===== config.mk =====
export PLATFORM = sky130hd
export DESIGN_NAME = routerOutputPort
export DESIGN_NICKNAME = d
export VERILOG_FILES = /design/src/nocPkg.sv /design/src/flitQueue.sv /design/src/switchArbiter.sv /design/src/outputStage.sv /design/src/apbRegs.sv /design/src/routerOutputPort.sv
export SDC_FILE = /design/constraint.sdc
export NUM_CORES = 1
export LEC_CHECK = 0
export BUFFER_PORTS_ARGS = -buffer_cell sky130_fd_sc_hd__clkbuf_2
export CAP_MARGIN = 20
export CORE_ASPECT_RATIO = 1.25
export CORE_UTILIZATION = 35
export CTS_BUF_LIST = sky130_fd_sc_hd__clkbuf_4 sky130_fd_sc_hd__clkbuf_8
export DETAILED_ROUTE_END_ITERATION = 12
export PLACE_DENSITY_LB_ADDON = 0.05
export SYNTH_ARGS = -nofsm -noshare
export SYNTH_HDL_FRONTEND = slang
export SYNTH_SLANG_ARGS = --single-unit

===== constraint.sdc =====
create_clock -name clk -period 3.91 [get_ports clk]
set_input_delay 0.391 -clock clk [delete_from_list [all_inputs] [get_ports clk]]
set_output_delay 0.391 -clock clk [all_outputs]
set_load 0.1 [all_outputs]

===== src/nocPkg.sv =====
package nocPkg;

  localparam int numPorts = 5;
  localparam int dataWidth = 32;
  localparam int lengthWidth = 12; // packet length in flits, head included.

  typedef enum logic [2:0] {
    flitIdle = 3'd0,
    flitHead = 3'd1,
    flitBody = 3'd2,
    flitTail = 3'd3
  } flitType;

  // one-hot with bit 0 for idle and bit p+1 granting port p.
  typedef enum logic [5:0] {
    sIdle   = 6'b000001,
    sGrantL = 6'b000010,
    sGrantN = 6'b000100,
    sGrantE = 6'b001000,
    sGrantW = 6'b010000,
    sGrantS = 6'b100000
  } arbState;

  typedef enum logic [7:0] {
    regCtrl = 8'h00, // port enable mask.
    regCntL = 8'h04,
    regCntN = 8'h08,
    regCntE = 8'h0C,
    regCntW = 8'h10,
    regCntS = 8'h14
  } regAddr;

endpackage


===== src/flitQueue.sv =====
`timescale 1ns/1ps

module flitQueue #(
  parameter int dataWidth = nocPkg::dataWidth,
  parameter int queueDepth = 4
) (
  input  logic                 clk,
  input  logic                 rst,
  input  logic                 inValid,
  output logic                 inReady,
  input  nocPkg::flitType      inType,
  input  logic [dataWidth-1:0] inData,
  input  logic                 pop,
  output logic                 notEmpty,
  output nocPkg::flitType      headType,
  output logic [dataWidth-1:0] headData
);
  import nocPkg::*;

  localparam int ptrWidth = $clog2(queueDepth);

  flitType              typeMem [queueDepth];
  logic [dataWidth-1:0] dataMem [queueDepth];
  logic [ptrWidth-1:0]  wrPtr;
  logic [ptrWidth-1:0]  rdPtr;
  logic [ptrWidth:0]    count;
  logic                 push;

  assign notEmpty = (count != '0);
  assign inReady = (count != queueDepth) || pop; // full queue still takes a flit on pop.
  assign push = inValid && inReady;
  assign headType = notEmpty ? typeMem[rdPtr] : flitIdle;
  assign headData = dataMem[rdPtr];

  always_ff @(posedge clk)
  begin
    if (push)
    begin
      typeMem[wrPtr] <= inType;
      dataMem[wrPtr] <= inData;
    end
  end

  always_ff @(posedge clk)
  begin
    if (rst)
    begin
      wrPtr <= '0;
      rdPtr <= '0;
      count <= '0;
    end
    else
    begin
      if (push)
        wrPtr <= wrPtr + 1'b1; // wraps as depth is a power of two.
      if (pop)
        rdPtr <= rdPtr + 1'b1;
      case ({push, pop})
        2'b10: count <= count + 1'b1;
        2'b01: count <= count - 1'b1;
        default: count <= count;
      endcase
    end
  end

  // pop comes from the output stage and must only hit a filled queue.
  assert property (@(posedge clk) disable iff (rst) pop |-> notEmpty);

endmodule


===== src/switchArbiter.sv =====
`timescale 1ns/1ps

module switchArbiter #(
  parameter int dataWidth = nocPkg::dataWidth
) (
  input  logic                                                 clk,
  input  logic                                                 rst,
  input  logic [nocPkg::numPorts-1:0]                          notEmpty,
  input  nocPkg::flitType [nocPkg::numPorts-1:0]               headType,
  input  logic [nocPkg::numPorts-1:0][nocPkg::lengthWidth-1:0] headLength,
  input  logic [nocPkg::numPorts-1:0]                          portEnable,
  input  logic                                                 fire,
  output logic [nocPkg::numPorts-1:0]                          grant
);
  import nocPkg::*;

  arbState                               state;
  arbState                               nextState;
  logic [numPorts-1:0]                   headIsHead;
  logic [numPorts-1:0]                   req;
  logic [numPorts-1:0]                   lastFlit;
  logic [numPorts-1:0]                   startGrant;
  logic [numPorts-1:0][lengthWidth-1:0]  flitCount;
  logic [numPorts-1:0][lengthWidth-1:0]  pktLength;

  if (dataWidth < lengthWidth)
  begin : gLenCheck
    $error("length field does not fit in the flit payload");
  end

  // first requester found from start on, over span ports.
  function automatic arbState pickNext(input int start, input int span,
                                       input logic [numPorts-1:0] r);
    arbState pick;
    int      idx;
    pick = sIdle;
    for (int k = span - 1; k >= 0; k--)
    begin
      idx = (start + k) % numPorts;
      if (r[idx])
        pick = arbState'(6'b000010 << idx);
    end
    return pick;
  endfunction

  assign grant = state[numPorts:1];
  assign startGrant = nextState[numPorts:1] & ~grant;

  always_comb
  begin
    for (int p = 0; p < numPorts; p++)
    begin
      headIsHead[p] = (headType[p] == flitHead);
      req[p] = notEmpty[p] && portEnable[p] && headIsHead[p];
      lastFlit[p] = grant[p] && fire &&
                    (lengthWidth'(flitCount[p] + 1'b1) == pktLength[p]);
    end
  end

  // hold for the whole packet, then rotate starting after the current port.
  always_comb
  begin
    nextState = state;
    if (grant == '0)
      nextState = pickNext(0, numPorts, req);
    else
    begin
      for (int p = 0; p < numPorts; p++)
      begin
        if (lastFlit[p])
          nextState = pickNext(p + 1, numPorts - 1, req);
      end
    end
  end

  always_ff @(posedge clk)
  begin
    if (rst)
    begin
      state <= sIdle;
      flitCount <= '0;
    end
    else
    begin
      state <= nextState;
      for (int p = 0; p < numPorts; p++)
      begin
        if (startGrant[p] || lastFlit[p])
          flitCount[p] <= '0;
        else if (grant[p] && fire)
          flitCount[p] <= flitCount[p] + 1'b1; // counts flits, not cycles.
      end
    end
  end

  always_ff @(posedge clk)
  begin
    for (int p = 0; p < numPorts; p++)
    begin
      if (startGrant[p])
        pktLength[p] <= headLength[p]; // head flit is at the queue head here.
    end
  end

  assert property (@(posedge clk) disable iff (rst) $onehot0(grant));

  // a new grant must find a head flit waiting, not a stray body flit.
  assert property (@(posedge clk) disable iff (rst)
    ((grant & ~$past(grant)) & ~headIsHead) == '0);

endmodule


===== src/outputStage.sv =====
`timescale 1ns/1ps

module outputStage #(
  parameter int dataWidth = nocPkg::dataWidth
) (
  input  logic [nocPkg::numPorts-1:0]                          grant,
  input  logic [nocPkg::numPorts-1:0]                          notEmpty,
  input  nocPkg::flitType [nocPkg::numPorts-1:0]               headType,
  input  logic [nocPkg::numPorts-1:0][dataWidth-1:0]           headData,
  input  logic                                                 outReady,
  output logic                                                 outValid,
  output nocPkg::flitType                                      outType,
  output logic [dataWidth-1:0]                                 outData,
  output logic                                                 fire,
  output logic [nocPkg::numPorts-1:0]                          pop,
  output logic [nocPkg::numPorts-1:0][nocPkg::lengthWidth-1:0] headLength
);
  import nocPkg::*;

  always_comb
  begin
    outValid = 1'b0;
    outType = flitIdle;
    outData = '0;
    for (int p = 0; p < numPorts; p++)
    begin
      if (grant[p])
      begin
        outValid = notEmpty[p];
        outType = headType[p];
        outData = headData[p];
      end
    end
  end

  assign fire = outValid && outReady;
  assign pop = grant & {numPorts{fire}}; // only the granted queue drains.

  // length sits in the low payload bits of a head flit.
  for (genvar p = 0; p < numPorts; p++)
  begin : gLength
    assign headLength[p] = headData[p][lengthWidth-1:0];
  end

endmodule


===== src/apbRegs.sv =====
`timescale 1ns/1ps

module apbRegs (
  input  logic                        clk,
  input  logic                        rst,
  input  logic                        psel,
  input  logic                        penable,
  input  logic                        pwrite,
  input  logic [7:0]                  paddr,
  input  logic [31:0]                 pwdata,
  output logic [31:0]                 prdata,
  output logic                        pready,
  output logic                        pslverr,
  output logic [nocPkg::numPorts-1:0] portEnable,
  input  logic [nocPkg::numPorts-1:0] grant,
  input  logic                        fire
);
  import nocPkg::*;

  logic [numPorts-1:0][15:0] flitCnt;
  logic                      access;
  logic                      addrHit;
  logic                      ctrlWrite;

  assign access = psel && penable;
  assign pready = access; // no wait states.
  assign ctrlWrite = access && pwrite && (paddr == regCtrl);
  assign pslverr = access && (!addrHit || (pwrite && (paddr != regCtrl)));

  always_comb
  begin
    prdata = '0;
    addrHit = 1'b1;
    case (paddr)
      regCtrl: prdata = 32'(portEnable);
      regCntL: prdata = 32'(flitCnt[0]);
      regCntN: prdata = 32'(flitCnt[1]);
      regCntE: prdata = 32'(flitCnt[2]);
      regCntW: prdata = 32'(flitCnt[3]);
      regCntS: prdata = 32'(flitCnt[4]);
      default: addrHit = 1'b0;
    endcase
  end

  always_ff @(posedge clk)
  begin
    if (rst)
    begin
      portEnable <= '1;
      flitCnt <= '0;
    end
    else
    begin
      if (ctrlWrite)
        portEnable <= pwdata[numPorts-1:0];
      for (int p = 0; p < numPorts; p++)
      begin
        if (fire && grant[p])
          flitCnt[p] <= flitCnt[p] + 1'b1; // wraps.
      end
    end
  end

  // every access phase follows a setup phase.
  assert property (@(posedge clk) disable iff (rst)
    access |-> $past(psel && !penable));

endmodule


===== src/routerOutputPort.sv =====
`timescale 1ns/1ps

module routerOutputPort #(
  parameter int dataWidth = nocPkg::dataWidth,
  parameter int queueDepth = 4
) (
  input  logic                                       clk,
  input  logic                                       rst,
  input  logic [nocPkg::numPorts-1:0]                inValid,
  output logic [nocPkg::numPorts-1:0]                inReady,
  input  nocPkg::flitType [nocPkg::numPorts-1:0]     inType,
  input  logic [nocPkg::numPorts-1:0][dataWidth-1:0] inData,
  output logic                                       outValid,
  input  logic                                       outReady,
  output nocPkg::flitType                            outType,
  output logic [dataWidth-1:0]                       outData,
  input  logic                                       psel,
  input  logic                                       penable,
  input  logic                                       pwrite,
  input  logic [7:0]                                 paddr,
  input  logic [31:0]                                pwdata,
  output logic [31:0]                                prdata,
  output logic                                       pready,
  output logic                                       pslverr
);
  import nocPkg::*;

  logic [numPorts-1:0]                  notEmpty;
  flitType [numPorts-1:0]               headType;
  logic [numPorts-1:0][dataWidth-1:0]   headData;
  logic [numPorts-1:0][lengthWidth-1:0] headLength;
  logic [numPorts-1:0]                  grant;
  logic [numPorts-1:0]                  pop;
  logic [numPorts-1:0]                  portEnable;
  logic                                 fire;

  // one queue per input link in L N E W S order.
  for (genvar p = 0; p < numPorts; p++)
  begin : gQueue
    flitQueue #(
      .dataWidth(dataWidth),
      .queueDepth(queueDepth)
    ) queue (
      .clk(clk),
      .rst(rst),
      .inValid(inValid[p]),
      .inReady(inReady[p]),
      .inType(inType[p]),
      .inData(inData[p]),
      .pop(pop[p]),
      .notEmpty(notEmpty[p]),
      .headType(headType[p]),
      .headData(headData[p])
    );
  end

  switchArbiter #(
    .dataWidth(dataWidth)
  ) arbiter (
    .clk(clk),
    .rst(rst),
    .notEmpty(notEmpty),
    .headType(headType),
    .headLength(headLength),
    .portEnable(portEnable),
    .fire(fire),
    .grant(grant)
  );

  outputStage #(
    .dataWidth(dataWidth)
  ) outStage (
    .grant(grant),
    .notEmpty(notEmpty),
    .headType(headType),
    .headData(headData),
    .outReady(outReady),
    .outValid(outValid),
    .outType(outType),
    .outData(outData),
    .fire(fire),
    .pop(pop),
    .headLength(headLength)
  );

  apbRegs regs (
    .clk(clk),
    .rst(rst),
    .psel(psel),
    .penable(penable),
    .pwrite(pwrite),
    .paddr(paddr),
    .pwdata(pwdata),
    .prdata(prdata),
    .pready(pready),
    .pslverr(pslverr),
    .portEnable(portEnable),
    .grant(grant),
    .fire(fire)
  );

endmodule


== After elaboration in Yosys (flattened, before gate mapping) ==
Memory sizes are Yosys's and may differ from the RTL's. A register that Yosys moved wholly into a read port is not among the register bits.
Index checks and enable logic that the tools add are counted.

* Div/mod/pow operators: 0
* $mul: 0
* Bitwise gates (word level): 3
* Reductions and logical operators: 62
* Equal/unequal tests: 30
* Shift operators: 0
* Magnitude comparators: 0
* $add $sub $neg: 30
* Multiplexer cells: 84

{| class="wikitable"
|+ Operator list
! operator !! count
|-
| $mux 32 || 5
|-
| $mux 6 || 17
|-
| $pmux 16 s6 || 1
|-
| $add 16x1->16 const B || 5
|-
| $add 12x1->12 const B || 5
|-
| $eq 12x12->1 || 5
|-
| $mux 2 || 21
|-
| $mux 3 || 12
|-
| $logic_and 1x1->1 || 31
|-
| $pmux 3 s2 || 5
|-
| $add 2x1->2 const B || 10
|-
| $mux 5 || 4
|-
| $eq 8x4->1 const B || 2
|-
| $eq 8x5->1 const B || 2
|-
| $mux 1 || 16
|-
| $add 3x1->3 const B || 5
|-
| $eq 3x1->1 const B || 5
|-
| $ne 3x3->1 const B || 5
|-
| $reduce_bool 3->1 || 5
|-
| $sub 3x1->3 const B || 5
|-
| $mux 4 || 3
|-
| $logic_or 1x1->1 || 11
|-
| $and 5x5->5 || 2
|-
| $eq 2x1->1 const B || 5
|-
| other kinds (10) || 22
|}

* Bits in read-only memories: 0
* Input port bits: 226
* Memories: 10
* Logic and storage cells: 251
* Bits in writable memories: 700
* Bits in latches: 0
* Flip-flop bits (word level): 245
* Output and inout port bits: 75

{| class="wikitable"
|+ Memories
! name !! depth !! width !! rd ports !! clocked after memory_dff !! wr ports !! line !! text
|-
| gQueue[0].queue.dataMem || 4 || 32 || 1 || 1 || 1 || flitQueue.sv:23 || <nowiki>logic [dataWidth-1:0] dataMem [queueDepth];</nowiki>
|-
| gQueue[1].queue.dataMem || 4 || 32 || 1 || 1 || 1 || flitQueue.sv:23 ||
|-
| gQueue[2].queue.dataMem || 4 || 32 || 1 || 1 || 1 || flitQueue.sv:23 ||
|-
| gQueue[3].queue.dataMem || 4 || 32 || 1 || 1 || 1 || flitQueue.sv:23 ||
|-
| gQueue[4].queue.dataMem || 4 || 32 || 1 || 1 || 1 || flitQueue.sv:23 ||
|-
| gQueue[0].queue.typeMem || 4 || 3 || 1 || 1 || 1 || flitQueue.sv:22 || <nowiki>flitType typeMem [queueDepth];</nowiki>
|-
| +4 memories || -- || -- || -- || -- || -- || -- ||
|}

== Longest topological paths before layout ==
Gate-level depths: netlist of run 1.

* Depth after elaboration: 18
* Depth in mapped cells: 14
* Gate-level depth less buffers: 13

== Modules after synthesis ==
From an unflattened synthesis of run 1, not the netlist that was laid out.

* Cells, all modules: 2810
* Area, all modules: 41885.2 um2

{| class="wikitable"
|+ Modules (own cells, without submodules)
! module !! seq. area each (um2) !! times used !! cells an instance !! area each (um2)
|-
| flitQueue || 4384.2 || 5 || 248 || 5665.4
|-
| switchArbiter || 3103.0 || 1 || 740 || 7159.4
|-
| apbRegs || 1701.6 || 1 || 546 || 4605.7
|-
| outputStage || 0.0 || 1 || 284 || 1793.0
|}

== Least setup slack after synthesis of run 1 ==
Ideal clock, no wire load.

* Path kind: reg-to-output
* From: register (tool-made name)
* To: output port outData[2]
* Path slack: -0.469 ns
* Arrival time: 3.988 ns
* Path buffers: 2
* Data required time: 3.519 ns
* Stages on the path, launching flop included: 10
* Cells stage by stage: dfxtp_1 > clkbuf_1 > buf_1 > mux4_2 > a22oi_1 > nor2_1 > a21oi_1 > nor2_1 > a21oi_1 > o21ai_0

{| class="wikitable"
|+ RTL lines
! what !! line !! text
|-
| to (decl) || routerOutputPort.sv:16 || <nowiki>output logic [dataWidth-1:0] outData,</nowiki>
|}

==> metrics.cfg, run 1 <==
[route]
drc_errors = 0
num_vias = 24912
wl_per_cell_um = 22.7
drtAntennaViolNets = 0
routed_wirelength_mm = 111
drt-vias-per-instance = 5.08
dr.first_iter.drc_count = 1290
dr.pass1.iters = 7

[logic_synthesis]
syn_area_per_cell_um2 = 14.8
synth-warning-count = 0
yosys_register_bits = 955
synth-xor-area-share_pct = 4.57
synth_top_family_by_area = multiplexers
synth_ff_type = edfxtp_1
synth.distinct_cells = 95
synth-async-reset-ratio_pct = 0
synthAdderAreaFrac_pct = 1.34
yosysTopAreaCell = edfxtp_1
synth_compound_area_share_pct = 6.08
netlist.area_leader.share_pct = 56.7
yosysSeqAreaShare_pct = 66.5
syn_area_mm2 = 0.0402
synth_edf_count = 760
syn_inst = 2720
synth_area_leaders = edfxtp_1 (57%), mux4_2 (9.8%), dfxtp_1 (9.7%)
synthMuxAreaShare_pct = 10.2
yosys.area_share.simple_pct = 9.06

[floorplan]
num_rows = 138
die-area_mm2 = 0.116
die_h_um = 381
ios = 301
start_util_pct = 35.4
coreArea_mm2 = 0.114
die_w_um = 305

[worst_hold_path]
hold_start = pwrite
hold_class = input pin to flop

[cts]
h-tree-depth = 4
clockBufferDepth = 3
cts_sinks = 955
cts_buffers = 162
clk_pin_slew_ns = 0.06
clockRootBuffer = clkbuf_8
cts_tree = done
clk-insertion-delay-late_ns = 0.87

[finish]
syn_to_final_growth_pct = 24.5
final_common_cell = edfxtp_1
final_cell_area_mm2 = 0.0501
drive_above_1_share_pct = 27.7
final_cell_mix = edfxtp_1 (760), nor2_1 (249), clkbuf_2 (204), dlygate4sd3_1 (187), dfxtp_1 (184)
fin_nets = 3559

[global_route]
antenna_found_initial = 24
grt_overflow = 0
grt_pass1_vias = 26454
grt_max_degree = 99
grt.total_usage_pct = 19.4
grt_pass1_wl_mm = 167

[sta]
rsz0062_at_grt = true
drv_slew = 0
finalCritPeriodShare_pct = 98.5
maxSlewHeadroom_pct = 31.2
worst_pin_slew_ns = 1.03
tns_ns = 0
max_freq_mhz = 260
setup_viol = 0
hold_violations = 0
period_needed_ns = 3.85
skew_ns = 0.0429

[placement]
port_buffers = 257
dp_hpwl_mm = 74.0
dpl_cell_area_mm2 = 0.0441
gp_congestion = 0.815

[critical_path]
arrival_ns = 3.46
crit_fanout = 5
timing.rr.start = gQueue[0].queue.count[2]
startpoint_type = flop
cp-end-kind = primary output
crit_required_ns = 3.52
crit_type = flop to primary output

[power_and_ir_drop]
leakage_nw = 17.0
p_total_mw = 22.7
powerDensity_mw_per_mm2 = 453
peakVddDrop_mv = 0.287

[run]
cap_violations = 0

[outcome]
outcome = finished, final reports clean

[synthesized netlist by cell type, types with 46 or more instances]
cell / count
a21oi_1: 129
and3_1: 47
clkbuf_1: 93
dfxtp_1: 195
edfxtp_1: 760
inv_1: 55
mux4_2: 175
nand2_1: 157
nand3_1: 53
nand4_1: 46
nor2_1: 251
o21ai_0: 75
xnor2_1: 97
xor2_1: 113
[kinds of logic after synthesis]
| group | Yosys count |
|---|---|
| buffers and inverters | 215 |
| muxes | 189 |
| xor gates and xnor gates | 210 |
| DFF | 955 |
| AOI/OAI and AO/OA | 366 |
| adders and majority gates | 40 |
| and+or+nand+nor | 744 |
| other | 1 |
[layer usage]
metal	GRT usage (%)	wire, um	vias to the layer above
met5	0	103	-
met4	7.22	3620	18
met3	4.60	5150	220
met2	34.0	57500	548
met1	22.9	45000	12549
li1	-	-	11577
[worst max-delay path: stages (launching register included)]
cell and delay [ns]:
dfxtp_4 0.44, buf_12 0.14, buf_16 0.14, mux4_2 0.57, a22oi_2 0.33, nor2_1 0.10, a21oi_2 0.21, nor2_1 0.08
a21oi_2 0.28, o21ai_2 0.11, buf_12 0.19
[state kept, by name, indices dropped and copies added (netlist names), 10 cells and up, named ones only]
| name | count |
|---|---|
| arbiter.pktLength | 60 |
| gQueue.queue.typeMem | 60 |
| arbiter.flitCount | 60 |
| gQueue.queue.dataMem | 640 |
| gQueue.queue.count | 15 |
| gQueue.queue.wrPtr | 10 |
| gQueue.queue.rdPtr | 10 |
| regs.flitCnt | 80 |
[layout make-up]
cell class	count	area, um^2
sequential	955	26700
clock buffer	233	2840
multi-input combinational	1565	13000
clock inverter	66	439
antenna	10	25.0
tap	1470	1840
timing repair buffer	552	4960
inverter	57	214
fill	10303	63600
[power breakdown]
group	internal, mW	total [mW]	leakage [nW]	switching (mW)
sequential	11.4	11.5	8.55	0.114
combinational	0.730	2.06	6.69	1.33
clock	4.91	9.07	1.72	4.16
[through the flow]
stage          hold slack [ns]  cells  setup WS [ns]  util, %
6_report                 0.167   4908         0.0602     44.1
5_1_grt                  0.123   4906        -0.0870     44.1
4_1_cts                 0.0532   4883         -0.122     43.8
3_5_place_dp             0.483   4379          0.192     38.8
3_3_place_gp             0.477   4379          0.257     38.8
2_1_floorplan            0.457   2735          0.101        -
[worst paths after layout]
path,cells after the start,slack [ns],endpoint
worst max-delay path,10,0.06,outData[5]
worst min-delay path,3,0.17,regs.portEnable[1]
worst max register to register,13,0.30,gQueue[0].queue.count[2]
worst min register to register,2,0.49,regs.flitCnt[31]
[what timing repair did]
action,CTS,global route
endpoints found under the setup margin,35,109
setup buffers,15,11
hold buffers,186,1
cloned,4,1
hold endpoints to repair,717,28
pin swaps,14,7
resized for setup,87,22
Power figures use the tool's default switching activity.
==> run 2, diff against run 1 <==
Settings changed: CAP_MARGIN 20 to default, CORE_ASPECT_RATIO 1.25 to 1.1.
==> run 2 against run 1 <==
Effect of this change:
- power shrank 0.86%
- routed wire length decreased by 1.9%
- sequential cell count unchanged
- final cell count rose by 0.67%
- global-route usage down 0.59 points
- combinational power down 3%
- core utilization shrank 0.50 points
- fmax increased by 3.1%
- register-to-register slack worse by 0.04 ns
- largest cell class unchanged
- critical path depth down 1
- critical path type unchanged
- via count down 0.81%
==> metrics.cfg, run 2 (synthesis gave the netlist of run 1 again) <==
[outcome]
outcome = finished, final reports clean

[finish]
syn_to_final_growth_pct = 23.5
reg.largest.list = gQueue.queue.dataMem (640), regs.flitCnt (80)
largest-register = gQueue.queue.dataMem
fin_nets = 3559
largest_reg_flops = 640
instances_no_fill = 4941
final_cell_mix = edfxtp_1 (760), nor2_1 (251), clkbuf_2 (203), dlygate4sd3_1 (186), dfxtp_1 (183)
final_common_cell = edfxtp_1
drive_above_1_share_pct = 26.6

[cts]
clockBufferDepth = 3
clk_pin_slew_ns = 0.06
cts_sinks = 955
h-tree-depth = 4
cts_buffers = 168
clk-insertion-delay-late_ns = 0.86
clockRootBuffer = clkbuf_8
cts_tree = done

[global_route]
grt_max_degree = 89
grt_pass1_wl_mm = 163
grt.total_usage_pct = 18.8
grt_pass1_vias = 25856
grt_overflow = 0
antenna_found_initial = 21

[sta]
tns_ns = 0
worst_pin_slew_ns = 1.10
max_freq_mhz = 268
rsz0062_at_grt = true
setup_viol = 0
finalCritPeriodShare_pct = 95.5
finalWorstSetupSlack_ns = 0.177
hold_violations = 0
period_needed_ns = 3.73
skew_ns = 0.0441
drv_slew = 0
maxSlewHeadroom_pct = 25.7
whs_ns = 0.124

[critical_path]
crit_chain = bufbuf_16, mux4_2, a22oi_1, nor2_1, a21oi_1, nor2_1, a21oi_1, o21ai_1, clkbuf_4
startpoint_type = flop
cpMaxStageDelayCell = mux4_2
cpPeakStageDelay_ns = 0.54
cp-end-kind = primary output
crit_fanout = 10
arrival_ns = 3.34
crit_required_ns = 3.52
crit_type = flop to primary output

[placement]
dp_hpwl_mm = 73.7
gp_congestion = 0.843
place_ws_ns = 0.181
port_buffers = 257
dp_cells = 4437

[floorplan]
die-area_mm2 = 0.116
ios = 301
coreArea_mm2 = 0.114
num_rows = 130
start_util_pct = 35.3
die_h_um = 358
die_w_um = 325

[power_and_ir_drop]
p_total_mw = 22.5
powerDensity_mw_per_mm2 = 452
peakVddDrop_mv = 0.243
leakage_nw = 16.8

[route]
wl_per_cell_um = 22.1
dr.pass1.iters = 5
drc_errors = 0
drt-vias-per-instance = 5.00
routed_wirelength_mm = 109
num_vias = 24711
dr.first_iter.drc_count = 1261
drtAntennaViolNets = 0

[worst_hold_path]
hold_class = input pin to flop

[run]
cap_violations = 0

-- run 2: cell types whose count changed in the layout (fill, tap and decap cells not counted), sizes merged --
| cell | before | now |
|---|---|---|
| buf | 153 | 147 |
| clkinvlp | 7 | 2 |
| clkinv | 50 | 48 |
| inv | 63 | 61 |
| bufbuf | 0 | 1 |
| clkbuf | 445 | 444 |
| diode | 10 | 11 |
| dlygate4sd3 | 187 | 186 |
-- run 2: power breakdown --
group	leakage, nW	switching [mW]	total (mW)	internal (mW)
clock network	1.70	4.05	8.93	4.88
registers	8.55	0.117	11.5	11.4
logic	6.59	1.29	1.99	0.699
-- run 2: layout make-up --
type,count,area [um^2]
Antenna cell,11,27.5
Fill cell,10401,64400
Inverter,57,214
Timing Repair Buffer,546,4700
Tap cell,1518,1900
Multi-Input combinational cell,1565,12900
Sequential cell,955,26800
Clock buffer,232,2850
Clock inverter,57,354
-- run 2: path summary, 6_finish.rpt --
| kind | startpoint | end | slack (ns) | depth (start not counted) |
|---|---|---|---|---|
| max | flop | outData[26] | 0.18 | 9 |
| min | outReady | regs.flitCnt[65] | 0.12 | 5 |
| max reg2reg | gQueue[3].queue.count[2] | gQueue[2].queue.count[2] | 0.26 | 14 |
| min reg2reg | regs.flitCnt[31] | regs.flitCnt[31] | 0.49 | 2 |
-- run 2: worst max-delay path, delay by kind of cell, from the launching register on --
| kind | cells | cell delay, ns |
|---|---|---|
| mux | 1 | 0.54 |
| simple gates | 2 | 0.21 |
| buf+inv | 2 | 0.63 |
| compound gates | 4 | 0.70 |
| flops | 1 | 0.44 |
-- run 2: timing repair --
action                                  4_1_cts  5_1_grt
endpoints found under the setup margin       36       89
cloned                                        2        1
hold endpoints to repair                    747        0
pin swaps                                     2        1
gates resized for setup                      67       11
hold buffers                                186        0
buffers inserted                              3       12
-- run 2: routing by layer --
| layer | global-route usage, % | share of wire [%] | vias to the layer above |
|---|---|---|---|
| li1 | - | - | 11553 |
| met1 | 22.7 | 41 | 12418 |
| met2 | 33.1 | 52 | 543 |
| met3 | 4.50 | 4.8 | 179 |
| met4 | 5.91 | 2.2 | 18 |
| met5 | 0 | 0.099 | - |
-- run 2: stage by stage --
step	area (um^2)	utilization, %
6_report	49700	43.6
3_3_place_gp	44100	38.7
4_1_cts	49500	43.4
5_1_grt	49700	43.6
3_5_place_dp	44100	38.7
2_1_floorplan	40300	-
==> run 3, diff against run 2 <==
Clock period 3.91 ns to 3.7 ns, I/O delays scaled along.
==> run 3 against run 2 <==
Effect of this change:
- clock skew rose by 0.0055 ns
- largest power group unchanged
- global-route usage hardly changed
- final cell count increased by 0.81%
- critical path depth unchanged
- core utilization grew 0.88 points
- routed wire length down 0.51%
- power up 6.9%
- combinational power grew 12%
- design area is 2.0% higher
- clock power up 7.5%
- non-clock buffer count rose by 37
==> metrics.cfg, run 3 (synthesis gave the netlist of run 1 again) <==
[outcome]
outcome = finished, final reports clean

[sta]
drv_slew = 0
hold_violations = 0
period_needed_ns = 3.62
whs_ns = 0.0944
worst_pin_slew_ns = 1.11
skew_ns = 0.0496
setup_viol = 0
max_freq_mhz = 277
rsz0062_at_grt = true
finalCritPeriodShare_pct = 97.7
finalWorstSetupSlack_ns = 0.0845
maxSlewHeadroom_pct = 26.2
tns_ns = 0

[power_and_ir_drop]
leakage_nw = 17.2
powerDensity_mw_per_mm2 = 474
peakVddDrop_mv = 0.271

[finish]
fin_nets = 3596
final_cell_area_mm2 = 0.0507
drive_above_1_share_pct = 29.7
final_util_pct = 44.4
seq_area_mm2 = 0.0267
reg.largest.list = gQueue.queue.dataMem (640), regs.flitCnt (80)
nFillCells = 10379
multi_input_area_mm2 = 0.0132
final_common_cell = edfxtp_1
final_cell_mix = edfxtp_1 (760), nor2_1 (237), clkbuf_2 (202), dlygate4sd3_1 (186), dfxtp_1 (183)
syn_to_final_growth_pct = 26.0
largest_reg_flops = 640
largest-register = gQueue.queue.dataMem

[placement]
place_ws_ns = -0.0283
dpl_cell_area_mm2 = 0.0445
port_buffers = 257
gp_congestion = 0.826
dp_hpwl_mm = 73.2

[critical_path]
critPathBufInv = 2
cpMaxStageDelayCell = mux4_2
startpoint_type = flop
cpPeakStageDelay_ns = 0.54
arrival_ns = 3.25
crit_type = flop to primary output
crit_fanout = 5
worst_path_dominant_cell_family = compound AO/OA/AOI/OAI gates
cp-end-kind = primary output
crit_required_ns = 3.33
crit_chain = clkbuf_16, mux4_2, a22oi_2, nor2_1, a21oi_2, nor2_1, a21oi_2, o21ai_1, buf_12

[route]
drtAntennaViolNets = 0
drt-vias-per-instance = 5.00
num_vias = 24897
dr.first_iter.drc_count = 1319
drc_errors = 0
dr.pass1.iters = 5
routed_wirelength_mm = 109
wl_per_cell_um = 21.8

[cts]
cts_buffers = 168
cts_tree = done
cts_sinks = 955
clk_pin_slew_ns = 0.06
h-tree-depth = 4
clk-insertion-delay-late_ns = 0.87
clockRootBuffer = clkbuf_8
clockBufferDepth = 3

[global_route]
grt_pass1_wl_mm = 162
grt_pass1_vias = 25983
grt_max_degree = 81
grt_overflow = 0
grt.total_usage_pct = 18.7
antenna_found_initial = 21

[floorplan]
ios = 301
start_util_pct = 35.3
die_h_um = 358
die_w_um = 325
coreArea_mm2 = 0.114
die-area_mm2 = 0.116
num_rows = 130

[worst_hold_path]
hold_class = input pin to flop
hold_start = rst

[run]
cap_violations = 0

==> run 3: changes by cell type in the layout (fill, tap and decap cells not counted), sizes merged <==
cell	change
diode	-3
bufbuf	-1
clkbuf	-6
inv	-1
buf	+45
clkinvlp	+6
==> run 3: final timing paths <==
path / slack, ns / endpoint / depth (start not counted)
setup / recovery: 0.08 / outData[2] / 9
hold / removal: 0.09 / regs.flitCnt[27] / 2
setup reg to reg: 0.18 / arbiter.pktLength[59] / 11
hold reg to reg: 0.50 / regs.flitCnt[31] / 2
==> run 3: final cells by class <==
cell class / instances / share of cell area (%)
Inverter: 57 / 0.422
Antenna cell: 8 / 0.0395
Timing Repair Buffer: 583 / 10.5
Clock inverter: 62 / 0.827
Multi-Input combinational cell: 1565 / 26.0
Tap cell: 1518 / 3.75
Clock buffer: 233 / 5.66
Sequential cell: 955 / 52.8
==> run 3: repair_timing <==
item	4_1_cts	5_1_grt
gates resized for setup	130	30
gates cloned	4	1
buffers inserted	16	13
endpoints found under the hold margin	717	0
pin swaps	16	18
hold buffers	186	0
setup endpoints to repair	49	88
==> run 3: routing by layer <==
layer / part of all wire, % / vias up / GRT usage [%]
li1: - / 11654 / -
met1: 41 / 12462 / 22.8
met2: 51 / 559 / 32.5
met3: 5.4 / 200 / 4.81
met4: 2.5 / 22 / 6.10
met5: 0.13 / - / 0
==> run 3: through the flow <==
| step | cells | power (mW) |
|---|---|---|
| CTS | 4959 | 24.4 |
| detailed placement | 4458 | 14.4 |
| global route | 4980 | 25.0 |
| global placement | 4458 | 14.3 |
| finish | 4981 | 24.0 |
| floorplan | 2735 | 13.5 |
==> run 3: where the power goes <==
| group | switching, mW | internal (mW) | leakage, nW |
|---|---|---|---|
| Combinational | 1.40 | 0.812 | 6.89 |
| Sequential | 0.119 | 12.1 | 8.55 |
| Clock | 4.39 | 5.22 | 1.72 |
